==> src/hw/exu_consts.svh <==
////////////////////////////////////////////////////////////
// Execute-stage ALU constants
// Widths, decode group codes and link steps shared by the
// ALU datapath and its dispatch logic
////////////////////////////////////////////////////////////
`ifndef EXU_CONSTS_SVH
`define EXU_CONSTS_SVH

`define EXU_XLEN         32
`define EXU_PC_SIZE      32
`define EXU_RFIDX_WIDTH  5
`define EXU_SHAMT_WIDTH  5

// Decode word and its group field
`define EXU_INFO_WIDTH   20
`define EXU_GRP_WIDTH    2
`define EXU_GRP_ALU      2'd0
`define EXU_GRP_BJP      2'd1

// Link address step per instruction size
`define EXU_RV32_LEN     4
`define EXU_RV16_LEN     2

`endif

==> src/hw/exu_info_pkg.sv <==
////////////////////////////////////////////////////////////
// Decode information types
// One decode word, read either as the regular ALU view or
// as the branch/jump view depending on its group field
////////////////////////////////////////////////////////////
`include "exu_consts.svh"

package exu_info_pkg;

  // Regular ALU view, op bits are one-hot
  typedef struct packed {
    logic [`EXU_GRP_WIDTH-1:0] grp;
    logic                      rv32;
    logic                      op_add;
    logic                      op_sub;
    logic                      op_xor;
    logic                      op_sll;
    logic                      op_srl;
    logic                      op_sra;
    logic                      op_or;
    logic                      op_and;
    logic                      op_slt;
    logic                      op_sltu;
    logic                      op_lui;
    logic                      op2imm;  // Immediate as op2
    logic                      op1pc;   // PC as op1 (auipc)
    logic                      ecal;
    logic                      ebrk;
    logic                      wfi;
    logic [`EXU_INFO_WIDTH-20:0] pad;
  } exu_alu_info_t;

  // Branch/jump view, bgt and bgtu are really greater-or-equal
  typedef struct packed {
    logic [`EXU_GRP_WIDTH-1:0] grp;
    logic                      rv32;
    logic                      jump;
    logic                      bprdt;   // Predicted taken
    logic                      beq;
    logic                      bne;
    logic                      blt;
    logic                      bgt;
    logic                      bltu;
    logic                      bgtu;
    logic                      mret;
    logic                      fencei;
    logic [`EXU_INFO_WIDTH-14:0] pad;
  } exu_bjp_info_t;

  typedef union packed {
    exu_alu_info_t alu;
    exu_bjp_info_t bjp;
  } exu_info_u;

endpackage

==> src/hw/exu_alu_rglr.sv <==
////////////////////////////////////////////////////////////
// Regular ALU unit
// Turns ALU decode info into datapath requests and returns
// the datapath result along with its commit flags
////////////////////////////////////////////////////////////
`include "exu_consts.svh"

module exu_alu_rglr import exu_info_pkg::*; (
  input  logic                   clk,
  input  logic                   i_rst,
  input  logic [`EXU_XLEN-1:0]   i_rs1,
  input  logic [`EXU_XLEN-1:0]   i_rs2,
  input  logic [`EXU_XLEN-1:0]   i_imm,
  input  logic [`EXU_PC_SIZE-1:0] i_pc,
  input  exu_info_u              i_info,
  input  logic [`EXU_XLEN-1:0]   i_dpath_res,
  output logic [`EXU_XLEN-1:0]   o_wbck_wdat,
  output logic                   o_cmt_ecall,
  output logic                   o_cmt_ebreak,
  output logic                   o_cmt_wfi,
  output logic [`EXU_XLEN-1:0]   o_req_op1,
  output logic [`EXU_XLEN-1:0]   o_req_op2,
  output logic                   o_req_add,
  output logic                   o_req_sub,
  output logic                   o_req_xor,
  output logic                   o_req_sll,
  output logic                   o_req_srl,
  output logic                   o_req_sra,
  output logic                   o_req_or,
  output logic                   o_req_and,
  output logic                   o_req_slt,
  output logic                   o_req_sltu,
  output logic                   o_req_lui
);

  exu_alu_info_t info;

  assign info = i_info.alu;

  assign o_req_op1  = info.op1pc  ? i_pc  : i_rs1;  // auipc
  assign o_req_op2  = info.op2imm ? i_imm : i_rs2;
  assign o_req_add  = info.op_add;
  assign o_req_sub  = info.op_sub;
  assign o_req_xor  = info.op_xor;
  assign o_req_sll  = info.op_sll;
  assign o_req_srl  = info.op_srl;
  assign o_req_sra  = info.op_sra;
  assign o_req_or   = info.op_or;
  assign o_req_and  = info.op_and;
  assign o_req_slt  = info.op_slt;
  assign o_req_sltu = info.op_sltu;
  assign o_req_lui  = info.op_lui;

  assign o_wbck_wdat  = i_dpath_res;
  assign o_cmt_ecall  = info.ecal;
  assign o_cmt_ebreak = info.ebrk;
  assign o_cmt_wfi    = info.wfi;

  // Decoder must never hand over two ops at once
  a_op_onehot: assert property (@(posedge clk) disable iff (i_rst)
    (info.grp == `EXU_GRP_ALU) |-> $onehot0({info.op_add, info.op_sub, info.op_xor,
      info.op_sll, info.op_srl, info.op_sra, info.op_or, info.op_and,
      info.op_slt, info.op_sltu, info.op_lui}));

endmodule

==> src/hw/exu_alu_bjp.sv <==
////////////////////////////////////////////////////////////
// Branch and jump unit
// Requests compares or the link-address add from the shared
// datapath and resolves the branch outcome
////////////////////////////////////////////////////////////
`include "exu_consts.svh"

module exu_alu_bjp import exu_info_pkg::*; (
  input  logic [`EXU_XLEN-1:0]   i_rs1,
  input  logic [`EXU_XLEN-1:0]   i_rs2,
  input  logic [`EXU_PC_SIZE-1:0] i_pc,
  input  exu_info_u              i_info,
  input  logic [`EXU_XLEN-1:0]   i_add_res,
  input  logic                   i_cmp_res,
  output logic [`EXU_XLEN-1:0]   o_wbck_wdat,
  output logic                   o_cmt_bjp,
  output logic                   o_cmt_mret,
  output logic                   o_cmt_fencei,
  output logic                   o_cmt_prdt,
  output logic                   o_cmt_rslv,
  output logic [`EXU_XLEN-1:0]   o_req_op1,
  output logic [`EXU_XLEN-1:0]   o_req_op2,
  output logic                   o_req_cmp_eq,
  output logic                   o_req_cmp_ne,
  output logic                   o_req_cmp_lt,
  output logic                   o_req_cmp_gt,
  output logic                   o_req_cmp_ltu,
  output logic                   o_req_cmp_gtu,
  output logic                   o_req_add
);

  exu_bjp_info_t        info;
  logic                 bxx;
  logic [`EXU_XLEN-1:0] link_len;

  assign info = i_info.bjp;
  assign bxx  = info.beq | info.bne | info.blt | info.bgt | info.bltu | info.bgtu;

  assign link_len = info.rv32 ? `EXU_XLEN'(`EXU_RV32_LEN) : `EXU_XLEN'(`EXU_RV16_LEN);

  // Jump adds pc + len for the link, branch compares rs1/rs2
  assign o_req_op1     = info.jump ? i_pc     : i_rs1;
  assign o_req_op2     = info.jump ? link_len : i_rs2;
  assign o_req_add     = info.jump;
  assign o_req_cmp_eq  = info.beq;
  assign o_req_cmp_ne  = info.bne;
  assign o_req_cmp_lt  = info.blt;
  assign o_req_cmp_gt  = info.bgt;
  assign o_req_cmp_ltu = info.bltu;
  assign o_req_cmp_gtu = info.bgtu;

  assign o_wbck_wdat  = i_add_res;  // Link address
  assign o_cmt_bjp    = info.jump | bxx;
  assign o_cmt_mret   = info.mret;
  assign o_cmt_fencei = info.fencei;
  assign o_cmt_prdt   = info.bprdt;
  assign o_cmt_rslv   = info.jump | i_cmp_res;  // Jumps always taken

endmodule

==> src/hw/exu_alu_dpath.sv <==
////////////////////////////////////////////////////////////
// Shared ALU datapath
// One adder, shifter, logic block and comparator, driven by
// whichever unit raises its request
////////////////////////////////////////////////////////////
`include "exu_consts.svh"

module exu_alu_dpath (
  input  logic                 clk,
  input  logic                 i_rst,
  input  logic                 i_alu_req,
  input  logic [`EXU_XLEN-1:0] i_alu_op1,
  input  logic [`EXU_XLEN-1:0] i_alu_op2,
  input  logic                 i_alu_add,
  input  logic                 i_alu_sub,
  input  logic                 i_alu_xor,
  input  logic                 i_alu_sll,
  input  logic                 i_alu_srl,
  input  logic                 i_alu_sra,
  input  logic                 i_alu_or,
  input  logic                 i_alu_and,
  input  logic                 i_alu_slt,
  input  logic                 i_alu_sltu,
  input  logic                 i_alu_lui,
  input  logic                 i_bjp_req,
  input  logic [`EXU_XLEN-1:0] i_bjp_op1,
  input  logic [`EXU_XLEN-1:0] i_bjp_op2,
  input  logic                 i_bjp_cmp_eq,
  input  logic                 i_bjp_cmp_ne,
  input  logic                 i_bjp_cmp_lt,
  input  logic                 i_bjp_cmp_gt,
  input  logic                 i_bjp_cmp_ltu,
  input  logic                 i_bjp_cmp_gtu,
  input  logic                 i_bjp_add,
  output logic [`EXU_XLEN-1:0] o_alu_res,
  output logic [`EXU_XLEN-1:0] o_bjp_add_res,
  output logic                 o_bjp_cmp_res
);

  logic [`EXU_XLEN-1:0]        op1;
  logic [`EXU_XLEN-1:0]        op2;
  logic [`EXU_SHAMT_WIDTH-1:0] shamt;
  logic [`EXU_XLEN:0]          add_in1;
  logic [`EXU_XLEN:0]          add_in2;
  logic [`EXU_XLEN:0]          add_res;
  logic [`EXU_XLEN-1:0]        xor_res;
  logic [`EXU_XLEN-1:0]        sra_res;
  logic                        op_add;
  logic                        op_sub;
  logic                        op_ge;
  logic                        op_lt;
  logic                        need_sub;
  logic                        op_signed;
  logic                        lt;
  logic                        eq;

  ////////////////////////////////////////////////////////////
  // Operand and strobe select, zero when nobody asks
  assign op1 = ({`EXU_XLEN{i_alu_req}} & i_alu_op1) | ({`EXU_XLEN{i_bjp_req}} & i_bjp_op1);
  assign op2 = ({`EXU_XLEN{i_alu_req}} & i_alu_op2) | ({`EXU_XLEN{i_bjp_req}} & i_bjp_op2);

  assign op_add = (i_alu_req & i_alu_add) | (i_bjp_req & i_bjp_add);
  assign op_sub = i_alu_req & i_alu_sub;
  assign op_lt  = i_bjp_req & (i_bjp_cmp_lt | i_bjp_cmp_ltu);
  assign op_ge  = i_bjp_req & (i_bjp_cmp_gt | i_bjp_cmp_gtu);

  ////////////////////////////////////////////////////////////
  // Adder, compares go through a 33-bit subtract
  assign need_sub  = op_sub | op_lt | op_ge | (i_alu_req & (i_alu_slt | i_alu_sltu));
  assign op_signed = (i_alu_req & i_alu_slt) | (i_bjp_req & (i_bjp_cmp_lt | i_bjp_cmp_gt));

  assign add_in1 = {op_signed & op1[`EXU_XLEN-1], op1};  // Sign or zero extend
  assign add_in2 = {op_signed & op2[`EXU_XLEN-1], op2};
  assign add_res = need_sub ? (add_in1 + ~add_in2 + 1'b1) : (add_in1 + add_in2);

  assign lt      = add_res[`EXU_XLEN];
  assign xor_res = op1 ^ op2;
  assign eq      = ~(|xor_res);

  assign shamt   = op2[`EXU_SHAMT_WIDTH-1:0];
  assign sra_res = $unsigned($signed(op1) >>> shamt);

  ////////////////////////////////////////////////////////////
  // Results
  assign o_alu_res =
      ({`EXU_XLEN{op_add | op_sub}} & add_res[`EXU_XLEN-1:0])
    | ({`EXU_XLEN{i_alu_req & i_alu_xor}} & xor_res)
    | ({`EXU_XLEN{i_alu_req & i_alu_or}}  & (op1 | op2))
    | ({`EXU_XLEN{i_alu_req & i_alu_and}} & (op1 & op2))
    | ({`EXU_XLEN{i_alu_req & i_alu_sll}} & (op1 << shamt))
    | ({`EXU_XLEN{i_alu_req & i_alu_srl}} & (op1 >> shamt))
    | ({`EXU_XLEN{i_alu_req & i_alu_sra}} & sra_res)
    | ({`EXU_XLEN{i_alu_req & (i_alu_slt | i_alu_sltu)}} & {{(`EXU_XLEN-1){1'b0}}, lt})
    | ({`EXU_XLEN{i_alu_req & i_alu_lui}} & op2);

  assign o_bjp_add_res = add_res[`EXU_XLEN-1:0];
  assign o_bjp_cmp_res = (i_bjp_req & i_bjp_cmp_eq & eq)
                       | (i_bjp_req & i_bjp_cmp_ne & ~eq)
                       | (op_lt & lt)
                       | (op_ge & ~lt);  // gt strobes mean >=

  // Dispatch masking keeps the two requesters apart
  a_one_req: assert property (@(posedge clk) disable iff (i_rst) !(i_alu_req && i_bjp_req));

endmodule

==> src/hw/exu_alu.sv <==
////////////////////////////////////////////////////////////
// Execute-stage ALU top
// Dispatches by decode group to the regular ALU or branch
// unit, turns fetch faults into error results, and drives
// the commit and write-back handshakes
////////////////////////////////////////////////////////////
`include "exu_consts.svh"

module exu_alu import exu_info_pkg::*; (
  input  logic                       clk,
  input  logic                       i_rst,
  input  logic                       i_valid,
  output logic                       o_ready,
  input  logic [`EXU_XLEN-1:0]       i_rs1,
  input  logic [`EXU_XLEN-1:0]       i_rs2,
  input  logic [`EXU_XLEN-1:0]       i_imm,
  input  exu_info_u                  i_info,
  input  logic [`EXU_PC_SIZE-1:0]    i_pc,
  input  logic [`EXU_XLEN-1:0]       i_instr,
  input  logic                       i_pc_vld,
  input  logic [`EXU_RFIDX_WIDTH-1:0] i_rdidx,
  input  logic                       i_rdwen,
  input  logic                       i_ilegl,
  input  logic                       i_buserr,
  input  logic                       i_misalgn,
  input  logic                       i_cmt_ready,
  input  logic                       i_wbck_ready,
  output logic                       o_cmt_valid,
  output logic [`EXU_PC_SIZE-1:0]    o_cmt_pc,
  output logic [`EXU_XLEN-1:0]       o_cmt_instr,
  output logic [`EXU_XLEN-1:0]       o_cmt_imm,
  output logic                       o_cmt_pc_vld,
  output logic                       o_cmt_rv32,
  output logic                       o_cmt_bjp,
  output logic                       o_cmt_mret,
  output logic                       o_cmt_fencei,
  output logic                       o_cmt_ecall,
  output logic                       o_cmt_ebreak,
  output logic                       o_cmt_wfi,
  output logic                       o_cmt_bjp_prdt,
  output logic                       o_cmt_bjp_rslv,
  output logic                       o_cmt_ifu_misalgn,
  output logic                       o_cmt_ifu_buserr,
  output logic                       o_cmt_ifu_ilegl,
  output logic                       o_wbck_valid,
  output logic [`EXU_XLEN-1:0]       o_wbck_wdat,
  output logic [`EXU_RFIDX_WIDTH-1:0] o_wbck_rdidx
);

  logic ifu_excp;
  logic alu_op;
  logic bjp_op;
  logic err;
  logic need_wbck;
  logic res_ready;

  assign ifu_excp = i_ilegl | i_buserr | i_misalgn;  // Overrides the group
  assign alu_op   = ~ifu_excp & (i_info.alu.grp == `EXU_GRP_ALU);
  assign bjp_op   = ~ifu_excp & (i_info.alu.grp == `EXU_GRP_BJP);

  ////////////////////////////////////////////////////////////
  // Regular ALU
  exu_info_u            alu_info;
  logic [`EXU_XLEN-1:0] alu_wdat;
  logic [`EXU_XLEN-1:0] alu_op1;
  logic [`EXU_XLEN-1:0] alu_op2;
  logic [`EXU_XLEN-1:0] alu_res;
  logic alu_ecall;
  logic alu_ebreak;
  logic alu_wfi;
  logic alu_add;
  logic alu_sub;
  logic alu_xor;
  logic alu_sll;
  logic alu_srl;
  logic alu_sra;
  logic alu_or;
  logic alu_and;
  logic alu_slt;
  logic alu_sltu;
  logic alu_lui;

  assign alu_info = {`EXU_INFO_WIDTH{alu_op}} & i_info;

  exu_alu_rglr u_rglr (
    .clk (clk), .i_rst (i_rst),
    .i_rs1 ({`EXU_XLEN{alu_op}} & i_rs1),
    .i_rs2 ({`EXU_XLEN{alu_op}} & i_rs2),
    .i_imm ({`EXU_XLEN{alu_op}} & i_imm),
    .i_pc ({`EXU_PC_SIZE{alu_op}} & i_pc),
    .i_info (alu_info), .i_dpath_res (alu_res), .o_wbck_wdat (alu_wdat),
    .o_cmt_ecall (alu_ecall), .o_cmt_ebreak (alu_ebreak), .o_cmt_wfi (alu_wfi),
    .o_req_op1 (alu_op1), .o_req_op2 (alu_op2),
    .o_req_add (alu_add), .o_req_sub (alu_sub), .o_req_xor (alu_xor),
    .o_req_sll (alu_sll), .o_req_srl (alu_srl), .o_req_sra (alu_sra),
    .o_req_or (alu_or), .o_req_and (alu_and), .o_req_slt (alu_slt),
    .o_req_sltu (alu_sltu), .o_req_lui (alu_lui)
  );

  ////////////////////////////////////////////////////////////
  // Branch and jump
  exu_info_u            bjp_info;
  logic [`EXU_XLEN-1:0] bjp_wdat;
  logic [`EXU_XLEN-1:0] bjp_op1;
  logic [`EXU_XLEN-1:0] bjp_op2;
  logic [`EXU_XLEN-1:0] bjp_add_res;
  logic bjp_cmp_res;
  logic bjp_bjp;
  logic bjp_mret;
  logic bjp_fencei;
  logic bjp_prdt;
  logic bjp_rslv;
  logic bjp_eq;
  logic bjp_ne;
  logic bjp_lt;
  logic bjp_gt;
  logic bjp_ltu;
  logic bjp_gtu;
  logic bjp_add;

  assign bjp_info = {`EXU_INFO_WIDTH{bjp_op}} & i_info;

  exu_alu_bjp u_bjp (
    .i_rs1 ({`EXU_XLEN{bjp_op}} & i_rs1),
    .i_rs2 ({`EXU_XLEN{bjp_op}} & i_rs2),
    .i_pc ({`EXU_PC_SIZE{bjp_op}} & i_pc),
    .i_info (bjp_info), .i_add_res (bjp_add_res), .i_cmp_res (bjp_cmp_res),
    .o_wbck_wdat (bjp_wdat), .o_cmt_bjp (bjp_bjp), .o_cmt_mret (bjp_mret),
    .o_cmt_fencei (bjp_fencei), .o_cmt_prdt (bjp_prdt), .o_cmt_rslv (bjp_rslv),
    .o_req_op1 (bjp_op1), .o_req_op2 (bjp_op2),
    .o_req_cmp_eq (bjp_eq), .o_req_cmp_ne (bjp_ne), .o_req_cmp_lt (bjp_lt),
    .o_req_cmp_gt (bjp_gt), .o_req_cmp_ltu (bjp_ltu), .o_req_cmp_gtu (bjp_gtu),
    .o_req_add (bjp_add)
  );

  ////////////////////////////////////////////////////////////
  // Shared datapath, ALU only asks when it writes back
  exu_alu_dpath u_dpath (
    .clk (clk), .i_rst (i_rst),
    .i_alu_req (alu_op & i_rdwen), .i_alu_op1 (alu_op1), .i_alu_op2 (alu_op2),
    .i_alu_add (alu_add), .i_alu_sub (alu_sub), .i_alu_xor (alu_xor),
    .i_alu_sll (alu_sll), .i_alu_srl (alu_srl), .i_alu_sra (alu_sra),
    .i_alu_or (alu_or), .i_alu_and (alu_and), .i_alu_slt (alu_slt),
    .i_alu_sltu (alu_sltu), .i_alu_lui (alu_lui),
    .i_bjp_req (bjp_op), .i_bjp_op1 (bjp_op1), .i_bjp_op2 (bjp_op2),
    .i_bjp_cmp_eq (bjp_eq), .i_bjp_cmp_ne (bjp_ne), .i_bjp_cmp_lt (bjp_lt),
    .i_bjp_cmp_gt (bjp_gt), .i_bjp_cmp_ltu (bjp_ltu), .i_bjp_cmp_gtu (bjp_gtu),
    .i_bjp_add (bjp_add),
    .o_alu_res (alu_res), .o_bjp_add_res (bjp_add_res), .o_bjp_cmp_res (bjp_cmp_res)
  );

  ////////////////////////////////////////////////////////////
  // Result arbitration and handshake
  assign err       = ifu_excp;  // Fetch fault gives zero data
  assign need_wbck = i_rdwen & ~err;
  assign res_ready = i_cmt_ready & (~need_wbck | i_wbck_ready);
  assign o_ready   = res_ready;

  // Commit and write-back complete together or not at all
  assign o_cmt_valid  = i_valid & (~need_wbck | i_wbck_ready);
  assign o_wbck_valid = need_wbck & i_valid & i_cmt_ready;
  assign o_wbck_wdat  = ({`EXU_XLEN{alu_op}} & alu_wdat) | ({`EXU_XLEN{bjp_op}} & bjp_wdat);
  assign o_wbck_rdidx = i_rdidx;

  assign o_cmt_pc     = i_pc;
  assign o_cmt_instr  = i_instr;
  assign o_cmt_imm    = i_imm;
  assign o_cmt_pc_vld = i_pc_vld;
  assign o_cmt_rv32   = i_info.alu.rv32;  // Same bit in both views

  assign o_cmt_bjp      = bjp_op & bjp_bjp;
  assign o_cmt_mret     = bjp_op & bjp_mret;
  assign o_cmt_fencei   = bjp_op & bjp_fencei;
  assign o_cmt_bjp_prdt = bjp_op & bjp_prdt;
  assign o_cmt_bjp_rslv = bjp_op & bjp_rslv;
  assign o_cmt_ecall    = alu_op & alu_ecall;
  assign o_cmt_ebreak   = alu_op & alu_ebreak;
  assign o_cmt_wfi      = alu_op & alu_wfi;

  assign o_cmt_ifu_misalgn = i_misalgn;
  assign o_cmt_ifu_buserr  = i_buserr;
  assign o_cmt_ifu_ilegl   = i_ilegl;

  // Decode only ever issues the two supported groups
  a_grp_known: assert property (@(posedge clk) disable iff (i_rst)
    (i_valid && !ifu_excp) |-> (alu_op || bjp_op));

endmodule

==> config.mk <==
export PLATFORM = sky130hd
export DESIGN_NAME = exu_alu
export DESIGN_NICKNAME = d
export VERILOG_FILES = /design/src/hw/exu_info_pkg.sv /design/src/hw/exu_alu_rglr.sv /design/src/hw/exu_alu_bjp.sv /design/src/hw/exu_alu_dpath.sv /design/src/hw/exu_alu.sv
export VERILOG_INCLUDE_DIRS = /design/src /design/src/hw
export SDC_FILE = /design/constraint.sdc
export NUM_CORES = 1
export LEC_CHECK = 0
export BUFFER_PORTS_ARGS = -buffer_cell sky130_fd_sc_hd__buf_2
export CAP_MARGIN = 20
export CORE_MARGIN = 4
export CORE_UTILIZATION = 59
export DETAILED_ROUTE_END_ITERATION = 10
export PLACE_DENSITY = 0.95
export SLEW_MARGIN = 20
export SYNTH_ARGS = -nofsm -noshare
export SYNTH_HDL_FRONTEND = slang
export SYNTH_SLANG_ARGS = --single-unit
==> constraint.sdc <==
create_clock -name vclk -period 17.1
set_input_delay 1.71 -clock vclk [all_inputs]
set_output_delay 1.71 -clock vclk [all_outputs]
set_load 0.01 [all_outputs]
==> flow_summary.json <==
{
  "holdBufCountCts": 0,
  "max_cap_viol_count": 0,
  "ys_types": 89,
  "post-route-period-util": 0.578,
  "worstPathCellList": "buf_2, inv_1, nor3_2, or2_1, a221oi_4, buf_4, inv_2, ha_1, nor2b_1, o311ai_0, a31oi_1, o311ai_0, a311o_1, o221ai_1, a41oi_1, a21oi_1, xnor2_1, a211o_1, buf_2",
  "slowest_delay_ns": 0.66,
  "setup_viol": 0,
  "end_kind": "output port",
  "core.rowCount": 48,
  "yosysWarnings": 0,
  "antenna_found_initial": 0,
  "die_w_microns": 140,
  "via_count": 13300,
  "gp_congestion": 1.09,
  "cp-startpoint": "i_info[18]",
  "finalHoldViolCount": 0,
  "seq_cell_count": 0,
  "track_usage": 0.429,
  "hpwl_mm": 36.0,
  "num-clock-buffers": 0,
  "grt_pass1_vias": 12300,
  "syn_area_per_cell_sq_um": 6.76,
  "fin_nets": 1896,
  "critPathCapture": "o_wbck_wdat[27]",
  "drt_pre_antenna_iters": 7,
  "max_freq_mhz": 101,
  "syn_nets": 1821,
  "regArea_sq_um": 0,
  "layout_setup_ws_ns": 7.22,
  "dpl_cell_area_sq_um": 10900,
  "wl_per_cell_microns": 25.2,
  "via_per_inst": 7.30,
  "start_kind": "primary input",
  "outcome": "complete, no violations",
  "cp.arrival_ns": 8.17,
  "ant_nets": 0,
  "fillerInstances": 1635,
  "portBuffers": 265,
  "cp.depth": 19,
  "post_cts_buffers": 0,
  "die_h_microns": 140,
  "syn_to_final_growth_pct": 5.24,
  "slew_violations": 0,
  "cts_resized": 0,
  "rsz0062_at_grt": "no",
  "overflow": 0,
  "grt_pass1_wl_mm": 68.9,
  "tightestPinTransition_ns": 0.897,
  "yosysSeqAreaShare": 0,
  "use_met1": 0.580,
  "top_usage_layer": "met2",
  "fp.dieArea_sq_um": 19700,
  "critical_path_class": "primary input to output port",
  "place_ws_ns": 7.53,
  "io_pins": 344,
  "drive_gt1_frac": 0.212,
  "wl_mm": 46.0,
  "drc_errors": 0,
  "fin_area_sq_um": 10900,
  "finalCriticalPeriod_ns": 9.88,
  "layout_commonest_cell": "buf_2",
  "path_buf_inv": 5,
  "start_util": 0.598,
  "cp.required_ns": 15.39,
  "drt-initial-drc-count": 1957,
  "syn-cell-area_sq_um": 10300,
  "crit_fanout": 55,
  "layout_common_cells": "265 x buf_2, 116 x mux2i_1, 112 x a21oi_1",
  "synthCells": 1527,
  "tns_ns": 0,
  "critPathSlowestCell": "buf_4",
  "core_sq_um": 17200,
  "hold_class": "primary input to output port",
  "met2_usage": 0.663,
  "slew_headroom": 0.400,
  "critPathTopFamily": "compound AO/OA/AOI/OAI gates",
  "grt_max_degree": 56,
  "met3_usage": 0.0758
}
-- how the worst min path moves through the flow --
stage	startpoint	endpoint	slack [ns]	cells past startpoint
global placement	i_instr[1]	o_cmt_instr[1]	3.42	0
floorplan	i_misalgn	o_wbck_valid	3.47	1
detailed placement	i_instr[1]	o_cmt_instr[1]	3.42	0
global route	i_instr[17]	o_cmt_instr[17]	3.42	0
finish	i_instr[0]	o_cmt_instr[0]	3.42	0
CTS	i_instr[1]	o_cmt_instr[1]	3.42	0
-- final cells by class --
cell class	instances	area, sq um	area share
multi-input cells	1213	8670	0.799
repair buffers	294	1540	0.142
inverters	93	354	0.0326
well taps	225	282	0.0259
diodes	1	2.50	0.000231
-- synthesized netlist by cell type (all sizes together), types with 15 or more instances --
master	number	area, sq um
a211oi	17	133
a21o	15	113
a21oi	113	569
a221oi	25	225
a22o	28	250
a22oi	43	323
buf	148	1050
clkbuf	73	274
ha	97	1210
inv	92	345
mux2i	118	1190
nand2	111	417
nand3	24	120
nand4	18	113
nor2	111	417
nor3	37	190
o211ai	29	218
o21ai	118	594
o21bai	17	128
o221ai	31	272
o22ai	34	213
xnor2	23	201
-- kinds of logic (layout without fill, tap and decap cells) --
group	after synthesis	count (layout)	synth area share
xor gates and xnor gates	29	29	0.0246
AOI/OAI and AO/OA	586	586	0.391
buffers and inverters	314	387	0.163
other	0	1	0
adders and majority gates	99	99	0.122
muxes	133	133	0.134
and+or+nand+nor	366	366	0.167
-- through the flow --
step | utilization | instances | hold WS (ns)
CTS | 0.630 | 1825 | 3.42
detailed placement | 0.630 | 1825 | 3.42
finish | 0.630 | 1826 | 3.42
global placement | 0.630 | 1825 | 3.42
global route | 0.630 | 1825 | 3.42
floorplan | - | 1527 | 3.47
-- layer usage --
layer,vias to the layer above,share of wire
met4,0,0.058
met3,211,0.14
li1,5808,-
met2,1186,0.42
met1,6117,0.38
met5,-,0
